### config.mk
export PLATFORM = sky130hd
export DESIGN_NAME = resolver_interface
export DESIGN_NICKNAME = d
export VERILOG_FILES = /design/src/design/resolver_pkg.sv /design/src/design/spi_pkg.sv /design/src/design/spi_read_master.sv /design/src/design/resolver_reader.sv /design/src/design/resolver_interface.sv
export SDC_FILE = /design/constraint.sdc
export NUM_CORES = 1
export LEC_CHECK = 0
export ABC_AREA = 1
export BUFFER_PORTS_ARGS = -buffer_cell sky130_fd_sc_hd__buf_2
export CAP_MARGIN = 15
export CORE_MARGIN = 5
export CORE_UTILIZATION = 28
export CTS_BUF_LIST = sky130_fd_sc_hd__clkbuf_4 sky130_fd_sc_hd__clkbuf_8
export DETAILED_ROUTE_END_ITERATION = 12
export GPL_TIMING_DRIVEN = 0
export PLACE_DENSITY_LB_ADDON = 0.05
export SYNTH_ARGS = -nofsm -noshare
export SYNTH_HDL_FRONTEND = slang
export SYNTH_HIERARCHICAL = 1
export SYNTH_SLANG_ARGS = --single-unit
### constraint.sdc
create_clock -name clock -period 2.55 [get_ports clock]
set_clock_uncertainty 0.05 [all_clocks]
set_input_delay 0.3825 -clock clock [delete_from_list [all_inputs] [get_ports clock]]
set_output_delay 0.3825 -clock clock [all_outputs]
set_load 0.05 [all_outputs]
### src/design/resolver_pkg.sv
// Resolver-side types: read kind, mode pin codes, measurement union and read result
`default_nettype none

package resolver_pkg;

    // Which quantity the converter reports in the next frame
    typedef enum logic {
        read_position = 1'b0,
        read_velocity = 1'b1
    } read_kind_t;

    // Mode pin codes that select the quantity on the chip's output register
    localparam logic [1:0] mode_position = 2'b00;
    localparam logic [1:0] mode_velocity = 2'b10;

    // The 16-bit data word of a frame means different things for the two reads.
    // Position is an unsigned fraction of a turn, velocity a two's complement rate
    typedef union packed {
        logic [15:0]        position;
        logic signed [15:0] velocity;
    } measurement_t;

    // One completed read as seen by the consumer
    typedef struct packed {
        read_kind_t   kind;
        measurement_t value;
        // Fault register contents sent in the same frame
        logic [7:0]   fault;
    } result_t;

endpackage

`default_nettype wire

### src/design/spi_pkg.sv
// SPI-side types: frame length, frame layout and frame response
`default_nettype none

package spi_pkg;

    // Bits clocked in per chip select
    localparam int frame_bits = 32;

    // Layout of one read frame, most significant bit first on the wire
    typedef struct packed {
        logic [15:0] measurement;
        // Always zero on the wire
        logic [7:0]  reserved;
        logic [7:0]  fault;
    } frame_t;

    // Returned by the master; frame is only meaningful while done is high
    typedef struct packed {
        logic   done;
        frame_t frame;
    } frame_response_t;

endpackage

`default_nettype wire

### src/design/spi_read_master.sv
// Read-only SPI master that clocks in one frame per accepted request
`default_nettype none

module spi_read_master #(
    parameter int clock_divider = 4
) (
    input  wire logic                 clock,
    input  wire logic                 reset,
    input  wire logic                 frame_valid,
    output logic                      frame_ready,
    output spi_pkg::frame_response_t  frame_response,
    input  wire logic                 miso,
    output logic                      sclk,
    output logic                      cs_n
);

    localparam int div_width = $clog2(clock_divider + 1);
    localparam int count_width = $clog2(spi_pkg::frame_bits + 1);

    typedef enum logic [1:0] {
        state_idle,
        state_shifting,
        state_finish
    } state_t;

    state_t                         state;
    // Counts system clocks within one SCLK half period
    logic [div_width-1:0]           div_count;
    // Rising SCLK edges seen in the current frame
    logic [count_width-1:0]         bit_count;
    logic [spi_pkg::frame_bits-1:0] shift_q;
    logic                           done_q;
    logic                           half_tick;
    logic                           rise_edge;
    logic                           all_bits;

    assign frame_ready = state == state_idle;
    assign half_tick = div_count == div_width'(clock_divider - 1);
    assign all_bits = bit_count == count_width'(spi_pkg::frame_bits);

    // SCLK goes high at the end of a low half period, which is where MISO is taken
    assign rise_edge = (state == state_shifting) && half_tick && !sclk;

    // The shift register does not move outside a frame, so it is stable with done
    assign frame_response = '{done: done_q, frame: spi_pkg::frame_t'(shift_q)};

    always_ff @(posedge clock) begin
        if (!reset) begin
            state <= state_idle;
            div_count <= '0;
            bit_count <= '0;
            sclk <= 1'b1;
            cs_n <= 1'b1;
            done_q <= 1'b0;
        end else begin
            done_q <= 1'b0;
            case (state)
                state_idle: begin
                    div_count <= '0;
                    bit_count <= '0;
                    if (frame_valid) begin
                        cs_n <= 1'b0;
                        state <= state_shifting;
                    end
                end
                state_shifting: begin
                    if (half_tick) begin
                        div_count <= '0;
                        if (sclk) begin
                            // Half a period after the last rise, chip select is released
                            if (all_bits) begin
                                cs_n <= 1'b1;
                                state <= state_finish;
                            end else begin
                                sclk <= 1'b0;
                            end
                        end else begin
                            sclk <= 1'b1;
                            bit_count <= bit_count + count_width'(1);
                        end
                    end else begin
                        div_count <= div_count + div_width'(1);
                    end
                end
                state_finish: begin
                    done_q <= 1'b1;
                    state <= state_idle;
                end
                default: begin
                    state <= state_idle;
                end
            endcase
        end
    end

    // MSB arrives first, so new bits enter at the bottom
    always_ff @(posedge clock) begin
        if (rise_edge) begin
            shift_q <= {shift_q[spi_pkg::frame_bits-2:0], miso};
        end
    end

endmodule

`default_nettype wire

### src/design/resolver_reader.sv
// Resolver read sequencer: mode pins, sample pulse, settling delay, frame request, result
`default_nettype none

module resolver_reader (
    input  wire logic                      clock,
    input  wire logic                      reset,
    input  wire logic                      start,
    input  wire resolver_pkg::read_kind_t  kind,
    input  wire logic [7:0]                sample_length,
    input  wire logic [7:0]                sample_delay,
    input  wire logic                      frame_ready,
    input  wire spi_pkg::frame_response_t  frame_response,
    output logic                           frame_valid,
    output logic [1:0]                     mode,
    output logic                           sample,
    output logic                           busy,
    output resolver_pkg::result_t          result,
    output logic                           result_valid
);

    typedef enum logic [1:0] {
        state_idle,
        state_sampling,
        state_settling,
        state_transferring
    } state_t;

    state_t                   state;
    // Shared between the sample pulse and the settling delay
    logic [7:0]               counter;
    resolver_pkg::read_kind_t kind_q;
    logic [7:0]               sample_length_q;
    logic [7:0]               sample_delay_q;
    logic                     accept;
    logic                     capture;
    logic                     sample_last;
    logic                     settle_last;

    assign accept = (state == state_idle) && start;
    assign capture = (state == state_transferring) && frame_response.done;

    // Sample is low for sample_length - 1 cycles, but never for less than one cycle
    assign sample_last = (sample_length_q < 8'd2) || (counter == sample_length_q - 8'd2);
    assign settle_last = counter == sample_delay_q;

    // Busy drops in the same cycle as the result pulse
    assign busy = state != state_idle;

    always_ff @(posedge clock) begin
        if (!reset) begin
            state <= state_idle;
            counter <= '0;
            mode <= resolver_pkg::mode_position;
            sample <= 1'b1;
            frame_valid <= 1'b0;
            result_valid <= 1'b0;
        end else begin
            result_valid <= 1'b0;
            case (state)
                state_idle: begin
                    if (start) begin
                        // Mode must be stable while the chip latches on the sample edge
                        if (kind == resolver_pkg::read_velocity) begin
                            mode <= resolver_pkg::mode_velocity;
                        end else begin
                            mode <= resolver_pkg::mode_position;
                        end
                        sample <= 1'b0;
                        counter <= '0;
                        state <= state_sampling;
                    end
                end
                state_sampling: begin
                    if (sample_last) begin
                        sample <= 1'b1;
                        counter <= '0;
                        state <= state_settling;
                    end else begin
                        counter <= counter + 8'd1;
                    end
                end
                state_settling: begin
                    // The output register needs time to update after sample rises
                    if (settle_last) begin
                        frame_valid <= 1'b1;
                        state <= state_transferring;
                    end else begin
                        counter <= counter + 8'd1;
                    end
                end
                state_transferring: begin
                    if (frame_valid && frame_ready) begin
                        frame_valid <= 1'b0;
                    end
                    if (frame_response.done) begin
                        result_valid <= 1'b1;
                        state <= state_idle;
                    end
                end
                default: begin
                    state <= state_idle;
                end
            endcase
        end
    end

    // Request fields are held for the whole read so the inputs may change freely
    always_ff @(posedge clock) begin
        if (accept) begin
            kind_q <= kind;
            sample_length_q <= sample_length;
            sample_delay_q <= sample_delay;
        end
        if (capture) begin
            result.kind <= kind_q;
            // Same bits either way, the kind field tells the consumer how to read them
            result.value.position <= frame_response.frame.measurement;
            result.fault <= frame_response.frame.fault;
        end
    end

endmodule

`default_nettype wire

### src/design/resolver_interface.sv
// Resolver converter read interface top: read sequencer and SPI master on the chip pins
`default_nettype none

module resolver_interface #(
    // System clocks per SCLK half period
    parameter int clock_divider = 4
) (
    input  wire logic                      clock,
    input  wire logic                      reset,
    input  wire logic                      start,
    input  wire resolver_pkg::read_kind_t  kind,
    input  wire logic [7:0]                sample_length,
    input  wire logic [7:0]                sample_delay,
    input  wire logic                      miso,
    output wire logic [1:0]                mode,
    output wire logic                      sample,
    output wire logic                      sclk,
    output wire logic                      cs_n,
    output wire logic                      busy,
    output wire resolver_pkg::result_t     result,
    output wire logic                      result_valid
);

    wire logic                     frame_valid;
    wire logic                     frame_ready;
    wire spi_pkg::frame_response_t frame_response;

    resolver_reader u_reader (
        .clock          (clock),
        .reset          (reset),
        .start          (start),
        .kind           (kind),
        .sample_length  (sample_length),
        .sample_delay   (sample_delay),
        .frame_ready    (frame_ready),
        .frame_response (frame_response),
        .frame_valid    (frame_valid),
        .mode           (mode),
        .sample         (sample),
        .busy           (busy),
        .result         (result),
        .result_valid   (result_valid)
    );

    spi_read_master #(
        .clock_divider (clock_divider)
    ) u_spi (
        .clock          (clock),
        .reset          (reset),
        .frame_valid    (frame_valid),
        .frame_ready    (frame_ready),
        .frame_response (frame_response),
        .miso           (miso),
        .sclk           (sclk),
        .cs_n           (cs_n)
    );

endmodule

`default_nettype wire

==> results of run 1 <==
==> metal layers <==
layer | global-route usage | up-vias | share of wire
li1 | - | 1340 | -
met1 | 0.1232 | 1195 | 0.49
met2 | 0.1442 | 41 | 0.45
met3 | 0.04442 | 6 | 0.051
met4 | 0.02945 | 0 | 0.013
met5 | 0 | - | 0
==> worst max path at each step <==
stage / endpoint / cells past startpoint
after detailed placement: u_spi/shift_q[19] / 5
after global routing: u_spi/shift_q[29] / 5
final: u_spi/shift_q[31] / 5
after CTS: u_spi/shift_q[31] / 5
after global placement: u_spi/shift_q[18] / 5
after floorplan: u_spi/shift_q[0] / 5
==> area by class of cell <==
type	count	area [um^2]	share of cell area
tap	184	230.2	0.04663
sequential	102	2783	0.5636
inverter	40	150.1	0.03041
clock inverter	7	97.59	0.01977
clock buffer	9	123.9	0.02509
multi-input combinational	222	1226	0.2484
buffer	7	71.32	0.01444
timing repair buffer	51	255.2	0.05170
==> state kept, by name (all words and copies together), names as in the netlist, 2 cells and up <==
| name | count |
|---|---|
| u_reader/state | 2 |
| u_reader/counter | 8 |
| u_reader/sample_length_q | 8 |
| u_spi/shift_q | 32 |
| u_reader/result | 25 |
| u_spi/state | 2 |
| u_reader/sample_delay_q | 8 |
| u_spi/div_count | 3 |
| u_spi/bit_count | 6 |
==> power breakdown <==
part           switching, mW  total, mW  internal (mW)
clock network          0.631       1.12          0.488
registers             0.0698       1.94           1.87
logic                  0.521      0.750          0.228
==> Yosys cell counts (3+ instances only) <==
library cell and number:
a21oi_1 18, buf_6 5, clkinv_1 3, dfxtp_1 28, edfxtp_1 74, ha_1 10, inv_1 32, inv_2 5
nand2_1 83, nand2_2 5, nand3_1 15, nand4_1 4, nor2_1 40, nor2_2 7, o21ai_0 4, xnor2_1 9
xnor2_2 3, xor2_1 6
==> stage by stage <==
step           instances    util  power, mW  hold slack [ns]
2_1_floorplan        371       -      2.542           0.3503
5_1_grt              622  0.3372      4.068          0.06867
4_1_cts              622  0.3372      3.903          0.08309
3_5_place_dp         606  0.3220      2.744           0.3565
3_3_place_gp         606  0.3217      2.745           0.3539
6_report             622  0.3372      3.811           0.1161
==> kinds of logic after synthesis <==
family	Yosys count	share of synthesized area
adder cells (fa/ha/maj)	10	0.02963
flip-flops	102	0.6590
buffers and inverters	47	0.05244
other	1	0.0008880
AND/OR/NAND/NOR	163	0.1698
XOR/XNOR	20	0.05304
AO/OA/AOI/OAI	28	0.03526
==> critical path, cell delays in order (launching register included) <==
cell     delay, ns
dfxtp_1       0.37
ha_1          0.20
inv_1         0.05
nor2_1        0.15
nand2_2       0.10
nor2_4        0.71
==> run_results.csv, run 1 <==
group,metric,value,unit
run_status,status,"finished clean",
power_and_ir_drop,leakagePower,1.861,nW
logic_synthesis,ys_ff_latch,102,
sta,setup_viol,0,
placement,hpwlAfterDp,5558,um
sta,grt_setup_unrepaired,"false",
routing,dr.first_iter.drc_count,131,
sta,maxSlewHeadroom,0.2986,
finish,layout_common_cells,"nand2_1, edfxtp_1, buf_2",
sta,drv_slew,0,
min_path,min_to,"u_reader/sample_length_q[7]",
clock_tree,holdBufCountCts,0,
logic_synthesis,synth_area,4223,um^2
logic_synthesis,syn_avg_cell_area,11.38,um^2
setup_path,critical_path_required,2.52,ns
min_path,hp-class,"input pin to register",
clock_tree,insertion_delay,0.38,ns
setup_path,path_max_fanout,33,
floorplan,fp.dieW,132.8,um
clock_tree,clkTransAtPathRegs,0.11,ns
grt,track_usage,0.09588,
clock_tree,cts_tree,"done",
routing,route.detailed.drc,0,
setup_path,cp-startpoint,"u_spi/div_count[0]",
routing,vias_per_cell,4.151,
logic_synthesis,yosys.area.top_type_share,0.5262,
sta,tightest_slew,1.051,ns
floorplan,start_util,0.2884,
finish,diodes,0,
logic_synthesis,yosysWarnings,6,
logic_synthesis,syn_nets,402,
sta,fin_ws,0.5489,ns
min_path,hold_depth,1,
routing,vias,2582,
clock_tree,clock_path_buffers,2,
setup_path,cp.arrival,1.97,ns
finish,fillCellCount,1501,
floorplan,coreArea,14640,um^2
floorplan,die_y,132.8,um
job,maxCapViolations,0,
logic_synthesis,synth_edf_count,74,
floorplan,num_rows,44,
setup_path,crit_type,"register to register",
setup_path,r2r_start,"u_spi/div_count[0]",
finish,drive_gt1_frac,0.2329,
grt,gr-total-overflow,0,
setup_path,timing.rr.end,"u_spi/shift_q[31]",
sta,min_period,2.001,ns
clock_tree,root_buffer,"clkbuf_8",
logic_synthesis,synth_ff_type,"edfxtp_1",
placement,post_dp_cell_area,4716,um^2
routing,ant_nets,0,
placement,port_buffers,51,
grt,grt_pass1_vias,2575,
grt,grt_max_degree,34,
floorplan,io_pins,53,
setup_path,rrSetupSlack,0.55,ns
routing,wl_per_cell,12.74,um
logic_synthesis,synth_top_area_cell,"edfxtp_1",
min_path,hp-start,"sample_length[7]",
power_and_ir_drop,power_density,771.9,nW/um^2
finish,final_area,4937,um^2
clock_tree,htree_num_levels,3,
logic_synthesis,synth_cells,371,
grt,grt_pass1_wl,13080,um
logic_synthesis,async_flop_share,0,
setup_path,cp-start-kind,"register",
sta,fmax,0.4997,GHz
sta,fin_setup_tns,0,ns
finish,fin_nets,464,
finish,area_delta_synth_final,16.92,%
setup_path,r2r_cells,5,
clock_tree,numCtsBuffers,9,
clock_tree,ctsResizeCount,0,
logic_synthesis,ys_seq_area_frac,0.6590,
finish,layout_commonest_cell,"nand2_1",
clock_tree,clock-sinks,102,
routing,wirelength,7923,um
routing,first_pass_iters,4,
floorplan,fp.dieArea,17640,um^2
sta,hold_violations,0,
placement,post-place-ws,0.4838,ns
logic_synthesis,yosysUniqueCellTypes,32,
clock_tree,post_cts_buffers,0,
logic_synthesis,synth.top_cells.by_area,"edfxtp_1, dfxtp_1, nand2_1",
placement,gp_congestion,0.6994,
setup_path,endpoint_kind,"register",
power_and_ir_drop,vdd_drop_max,0.5230,mV
grt,antenna_found_initial,0,
sta,min_period_over_period,0.7848,
Note: power is estimated with default switching activity, not from simulation.
==> inputs of run 2 (changes only) <==
--- a/config.mk
+++ b/config.mk
@@ -5,7 +5,7 @@
 export SDC_FILE = /design/constraint.sdc
 export NUM_CORES = 1
 export LEC_CHECK = 0
-export ABC_AREA = 1
+export ABC_AREA = 0
 export BUFFER_PORTS_ARGS = -buffer_cell sky130_fd_sc_hd__buf_2
 export CAP_MARGIN = 15
 export CORE_MARGIN = 5
==> constraint.sdc (replaced) <==
create_clock -name clock -period 1.7 [get_ports clock]
set_clock_uncertainty 0.05 [all_clocks]
set_input_delay 0.255 -clock clock [delete_from_list [all_inputs] [get_ports clock]]
set_output_delay 0.255 -clock clock [all_outputs]
set_load 0.05 [all_outputs]
==> run 2 against run 1 <==
The flow now finishes with violations (setup timing); largest power group unchanged; sequential share of layout area decreased by 3.5 points; global-route usage up 0.97 points; combinational power up 88%; critical endpoint is now u_reader/counter[0]; via count increased by 1.9%; highest routed layer unchanged; non-clock buffer count up 35; largest cell class unchanged; clock power up 29%.
==> run_results.csv, run 2 <==
group,metric,value,unit
placement,port_buffers,51,
sta,maxSlewHeadroom,0.6346,
clock_tree,clock-sinks,102,
logic_synthesis,synth.most_common_cell,"edfxtp_1",
floorplan,fp.dieW,131.1,um
routing,dr.first_iter.drc_count,143,
logic_synthesis,synth_cells,299,
setup_path,critical_path_required,1.95,ns
logic_synthesis,synth_area,4104,um^2
routing,route.detailed.drc,0,
placement,hpwlAfterDp,5578,um
clock_tree,clock_path_buffers,2,
logic_synthesis,ys_top_cells_by_count,"edfxtp_1, dfxtp_1, nand2_1",
clock_tree,root_buffer,"clkbuf_8",
finish,largest_reg_flops,32,
min_path,hp-class,"input pin to register",
logic_synthesis,syn_nets,330,
sta,fmax,0.4637,GHz
finish,fin_nets,424,
grt,grt_pass1_wl,13630,um
setup_path,cp.arrival,2.40,ns
floorplan,start_util,0.2834,
finish,top_regs,"u_spi/shift_q: 32 flops, u_reader/result: 25 flops",
logic_synthesis,synth_edf_count,74,
logic_synthesis,synth_ff_type,"edfxtp_1",
sta,drv_slew,0,
routing,vias_per_cell,4.521,
setup_path,max_stage_delay,0.50,ns
placement,gp_congestion,0.7374,
sta,min_period,2.156,ns
min_path,hp-start,"kind",
grt,antenna_found_initial,0,
logic_synthesis,yosysWarnings,6,
grt,track_usage,0.1056,
placement,dp.cells,535,
routing,route.met3.wl,453,um
routing,first_pass_iters,4,
setup_path,cp-start-kind,"register",
routing,ant_nets,0,
logic_synthesis,async_flop_share,0,
sta,min_period_over_period,1.268,
setup_path,crit_type,"register to register",
logic_synthesis,ys_ff_latch,102,
floorplan,die_y,131.1,um
placement,post_dp_cell_area,4674,um^2
routing,wirelength_met1,4030,um
finish,area_delta_synth_final,29.15,%
routing,wl_per_cell,14.71,um
routing,highest_layer,"met4",
setup_path,crit_path_cell_trace,"or3_1 -> o31ai_1 -> nand3_4 -> o2111ai_4 -> buf_2 -> nand2_1 -> o21ai_1",
run_status,failed_checks,"setup timing",
clock_tree,clkTransAtPathRegs,0.10,ns
grt,gr-total-overflow,0,
logic_synthesis,yosys.area.top_type_share,0.5415,
setup_path,crit_buf_inv,1,
power_and_ir_drop,power_density,1087,nW/um^2
power_and_ir_drop,finalPower,5.763,mW
setup_path,endpoint_kind,"register",
clock_tree,cts_tree,"done",
logic_synthesis,synth_top_area_cell,"edfxtp_1",
job,maxCapViolations,0,
run_status,status,"finished with violations",
sta,grt_setup_unrepaired,"true",
clock_tree,numCtsBuffers,9,
sta,tightest_slew,0.5423,ns
logic_synthesis,synth.top_cells.by_area,"edfxtp_1, dfxtp_1, ha_1",
clock_tree,insertion_delay,0.37,ns
routing,vias,2631,
sta,setup_viol,11,
finish,diodes,0,
floorplan,coreArea,14480,um^2
sta,fin_ws,-0.4564,ns
floorplan,num_rows,44,
logic_synthesis,ys_seq_area_frac,0.6780,
floorplan,fp.dieArea,17180,um^2
finish,top_register,"u_spi/shift_q",
clock_tree,htree_num_levels,3,
finish,drive_gt1_frac,0.3367,
logic_synthesis,syn_avg_cell_area,13.73,um^2
setup_path,cp-startpoint,"u_reader/sample_length_q[4]",
routing,routed-wl-met2,4007,um
logic_synthesis,yosysUniqueCellTypes,59,
finish,layout_common_cells,"edfxtp_1, buf_2, nand2_1",
finish,layout_commonest_cell,"edfxtp_1",
finish,final_area,5300,um^2
power_and_ir_drop,vdd_drop_max,0.5495,mV
grt,grt_pass1_vias,2533,
setup_path,r2r_start,"u_reader/sample_length_q[4]",
sta,hold_violations,0,
floorplan,io_pins,53,
finish,fin_cells,582,
grt,grt_max_degree,19,
power_and_ir_drop,leakagePower,1.909,nW
setup_path,path_max_fanout,5,
setup_path,crit_path_top_delay_cell,"edfxtp_1",
setup_path,critical-path-top-delay-family,"compound AO/OA/AOI/OAI gates",
routing,wirelength,8563,um
## run 2: worst paths after layout
path | to | slack (ns) | cells past startpoint
worst max-delay path | u_reader/counter[0] | -0.46 | 7
worst min-delay path | u_reader/kind_q | 0.05 | 1
worst max register to register | u_reader/counter[0] | -0.46 | 7
worst min register to register | u_spi/shift_q[16] | 0.38 | 0
## run 2: what timing repair did
action / in CTS / in global routing
endpoints found under the hold margin: 17 / 0
hold buffers: 17 / 0
setup endpoints to repair: 82 / 16
gates cloned: 2 / 0
resized for setup: 16 / 16
setup buffers: 10 / 5
pin swaps: 3 / 3
## run 2: area by class of cell
class,count,area [um^2]
inverter,15,60.06
buffer,8,60.06
fill,1412,9179
multi-input combinational,172,1353
clock inverter,5,42.54
tap,184,230.2
clock buffer,11,138.9
sequential,102,2801
timing repair buffer,85,614.3
## run 2: cells by family (layout without fill, tap and decap cells)
kind of cell,Yosys count,count (layout),share of synthesized area
xor+xnor,17,17,0.03628
buf+inv,26,124,0.03109
fa+ha+maj,10,10,0.03049
compound gates,44,44,0.07927
simple gates,90,91,0.1217
flops,102,102,0.6780
mux,9,9,0.02226
other cells,1,1,0.0009138
## run 2: power breakdown
part,total (mW),leakage (nW),internal (mW),switching [mW]
clock,1.44,0.0918,0.585,0.858
combinational,1.41,0.911,0.599,0.808
sequential,2.91,0.906,2.81,0.103
total,5.76,1.91,3.99,1.77
## run 2: through the flow
| stage | hold WS (ns) | setup TNS [ns] | setup WS (ns) | util |
|---|---|---|---|---|
| floorplan | 0.3039 | -2.655 | -0.2973 | - |
| global placement | 0.3523 | -27.15 | -0.5720 | 0.3209 |
| detailed placement | 0.3554 | -18.40 | -0.5676 | 0.3228 |
| CTS | 0.01272 | -3.923 | -0.4120 | 0.3582 |
| global route | 0.01002 | -5.426 | -0.5674 | 0.3661 |
| finish | 0.05156 | -4.444 | -0.4564 | 0.3661 |
## run 2: worst reg2reg max path: stages, from the launching register on
cell and delay [ns]:
edfxtp_1 0.50, or3_1 0.40, o31ai_1 0.39, nand3_4 0.14, o2111ai_4 0.17, buf_2 0.21, nand2_1 0.10, o21ai_1 0.14
## run 2: layer usage
metal,vias to the layer above,global-route usage
li1,1282,-
met1,1287,0.1386
met2,56,0.1640
met3,6,0.03768
met4,0,0.03267
met5,-,0
==> inputs of run 3 (changes only) <==
==> constraint.sdc (replaced) <==
create_clock -name clock -period 2.5 [get_ports clock]
set_clock_uncertainty 0.05 [all_clocks]
set_input_delay 0.375 -clock clock [delete_from_list [all_inputs] [get_ports clock]]
set_output_delay 0.375 -clock clock [all_outputs]
set_load 0.05 [all_outputs]
==> run 3 against run 2 <==
The run now ends clean; non-clock buffer count down 30; register-to-register slack better by 0.66 ns; final cell count down 5.3%; core utilization shrank 3.1 points; count of clock-buffer cells in the layout is 2 lower; clock power decreased by 20%; sequential share of layout area increased by 4.5 points; combinational power decreased by 50%; highest routed layer unchanged.
==> run_results.csv, run 3 (synthesized netlist as in run 2, its figures left out) <==
group,metric,value,unit
sta,hold_violations,0,
power_and_ir_drop,p_clk_frac,0.300,
floorplan,num_rows,44,
power_and_ir_drop,p_seq_frac,0.518,
sta,fmax,0.4348,GHz
setup_path,endpoint_kind,"register",
power_and_ir_drop,power_frac_comb,0.183,
clock_tree,insertion_delay,0.38,ns
finish,fillCellCount,1443,
finish,fin_nets,393,
finish,top_regs,"u_spi/shift_q: 32 flops, u_reader/result: 25 flops",
routing,wirelength,7879,um
setup_path,cp.arrival,2.51,ns
power_and_ir_drop,switching_share,0.3052,
clock_tree,htree_num_levels,3,
floorplan,io_pins,53,
finish,top_register,"u_spi/shift_q",
power_and_ir_drop,power_switching,1.167,mW
power_and_ir_drop,finalPower,3.824,mW
routing,vias,2444,
floorplan,fp.dieW,131.1,um
sta,min_period_over_period,0.9200,
grt,grt_pass1_vias,2366,
routing,dr.first_iter.drc_count,143,
finish,area_delta_synth_final,18.26,%
run_status,status,"finished clean",
placement,hpwlAfterDp,5517,um
sta,fin_ws,0.2001,ns
finish,drive_gt1_frac,0.2480,
floorplan,coreArea,14480,um^2
sta,min_period,2.300,ns
clock_tree,clkTransAtPathRegs,0.11,ns
finish,final_area,4853,um^2
sta,finalHoldWorstSlack,0.1112,ns
sta,setup_viol,0,
finish,diodes,0,
finish,fin_cells,551,
clock_tree,root_buffer,"clkbuf_8",
sta,tightest_slew,0.8958,ns
power_and_ir_drop,p_int,2.657,mW
sta,maxSlewHeadroom,0.4014,
finish,layout_commonest_cell,"edfxtp_1",
floorplan,die_y,131.1,um
placement,gp_congestion,0.6953,
routing,ant_nets,0,
sta,grt_setup_unrepaired,"false",
job,maxCapViolations,0,
placement,post_dp_cell_area,4597,um^2
finish,multi_input_area,1209,um^2
power_and_ir_drop,power_density,788.0,nW/um^2
min_path,hp-class,"input pin to register",
placement,post-place-ws,-0.03132,ns
setup_path,cp-start-kind,"register",
clock_tree,holdBufCountCts,0,
finish,largest_reg_flops,32,
placement,dp.cells,534,
clock_tree,cts_tree,"done",
floorplan,fp.dieArea,17180,um^2
placement,port_buffers,51,
power_and_ir_drop,vdd_drop_max,0.2634,mV
routing,vias_per_cell,4.436,
sta,drv_slew,0,
clock_tree,clock_path_buffers,2,
finish,layout_common_cells,"edfxtp_1, buf_2, dfxtp_1",
grt,track_usage,0.09775,
setup_path,critical_path_required,2.71,ns
routing,wl_per_cell,14.30,um
clock_tree,clock-sinks,102,
routing,route.detailed.drc,0,
finish,regArea,2783,um^2
setup_path,path_max_fanout,10,
grt,grt_max_degree,33,
grt,grt_pass1_wl,12460,um
setup_path,crit_type,"register to register",
grt,gr-total-overflow,0,
routing,first_pass_iters,4,
clock_tree,numCtsBuffers,9,
power_and_ir_drop,leakagePower,1.753,nW
floorplan,start_util,0.2834,
grt,antenna_found_initial,0,
[run 3: layout make-up]
class,instances,area share
multi-input combinational,171,0.2490
tap,184,0.04743
timing repair buffer,52,0.05826
inverter,15,0.01160
sequential,102,0.5733
clock buffer,9,0.02552
clock inverter,7,0.02011
buffer,11,0.01469
[run 3: power by group through the flow]
stage          Sequential, mW  Combinational, mW  Clock (mW)
2_1_floorplan            2.03              0.503           0
3_3_place_gp             2.02              0.699           0
3_5_place_dp             2.02              0.700           0
4_1_cts                  1.98              0.704        1.21
5_1_grt                  1.99              0.777        1.28
6_report                 1.98              0.698        1.15
[run 3: worst max-delay path, cell delays in order (launching register included)]
cell and delay, ns:
edfxtp_1 0.48, nor4_1 0.56, nand3_1 0.17, a211oi_2 0.31, o2111ai_2 0.21, buf_6 0.21, a21oi_1 0.12, mux2i_1 0.08
[run 3: path summary, 6_finish.rpt]
kind                                                   from                          to  slack [ns]  depth (start not counted)
worst max-delay path            u_reader/sample_length_q[4]         u_reader/counter[3]        0.20                          7
worst min-delay path                        sample_delay[3]  u_reader/sample_delay_q[3]        0.11                          1
worst max register to register  u_reader/sample_length_q[4]         u_reader/counter[3]        0.20                          7
worst min register to register            u_spi/shift_q[31]         u_reader/result[23]        0.38                          0
[run 3: metrics by stage]
stage | setup TNS (ns) | utilization
after floorplan | 0 | -
after global placement | -3.467 | 0.3171
after detailed placement | -0.05789 | 0.3175
after CTS | 0 | 0.3328
after global routing | 0 | 0.3352
final | 0 | 0.3352
[run 3: what timing repair did]
| action | in CTS | in global routing |
|---|---|---|
| gates resized for setup | 1 | 1 |
| buffers inserted | 0 | 0 |
| endpoints found under the setup margin | 5 | 9 |
| endpoints found under the hold margin | 0 | 0 |
[run 3: layer usage]
layer	global-route usage	up-vias	wire, um
met5	0	-	0
met4	0.05263	0	184
met3	0.02593	13	398
met2	0.1407	53	3381
met1	0.1340	1154	3915
li1	-	1224	-
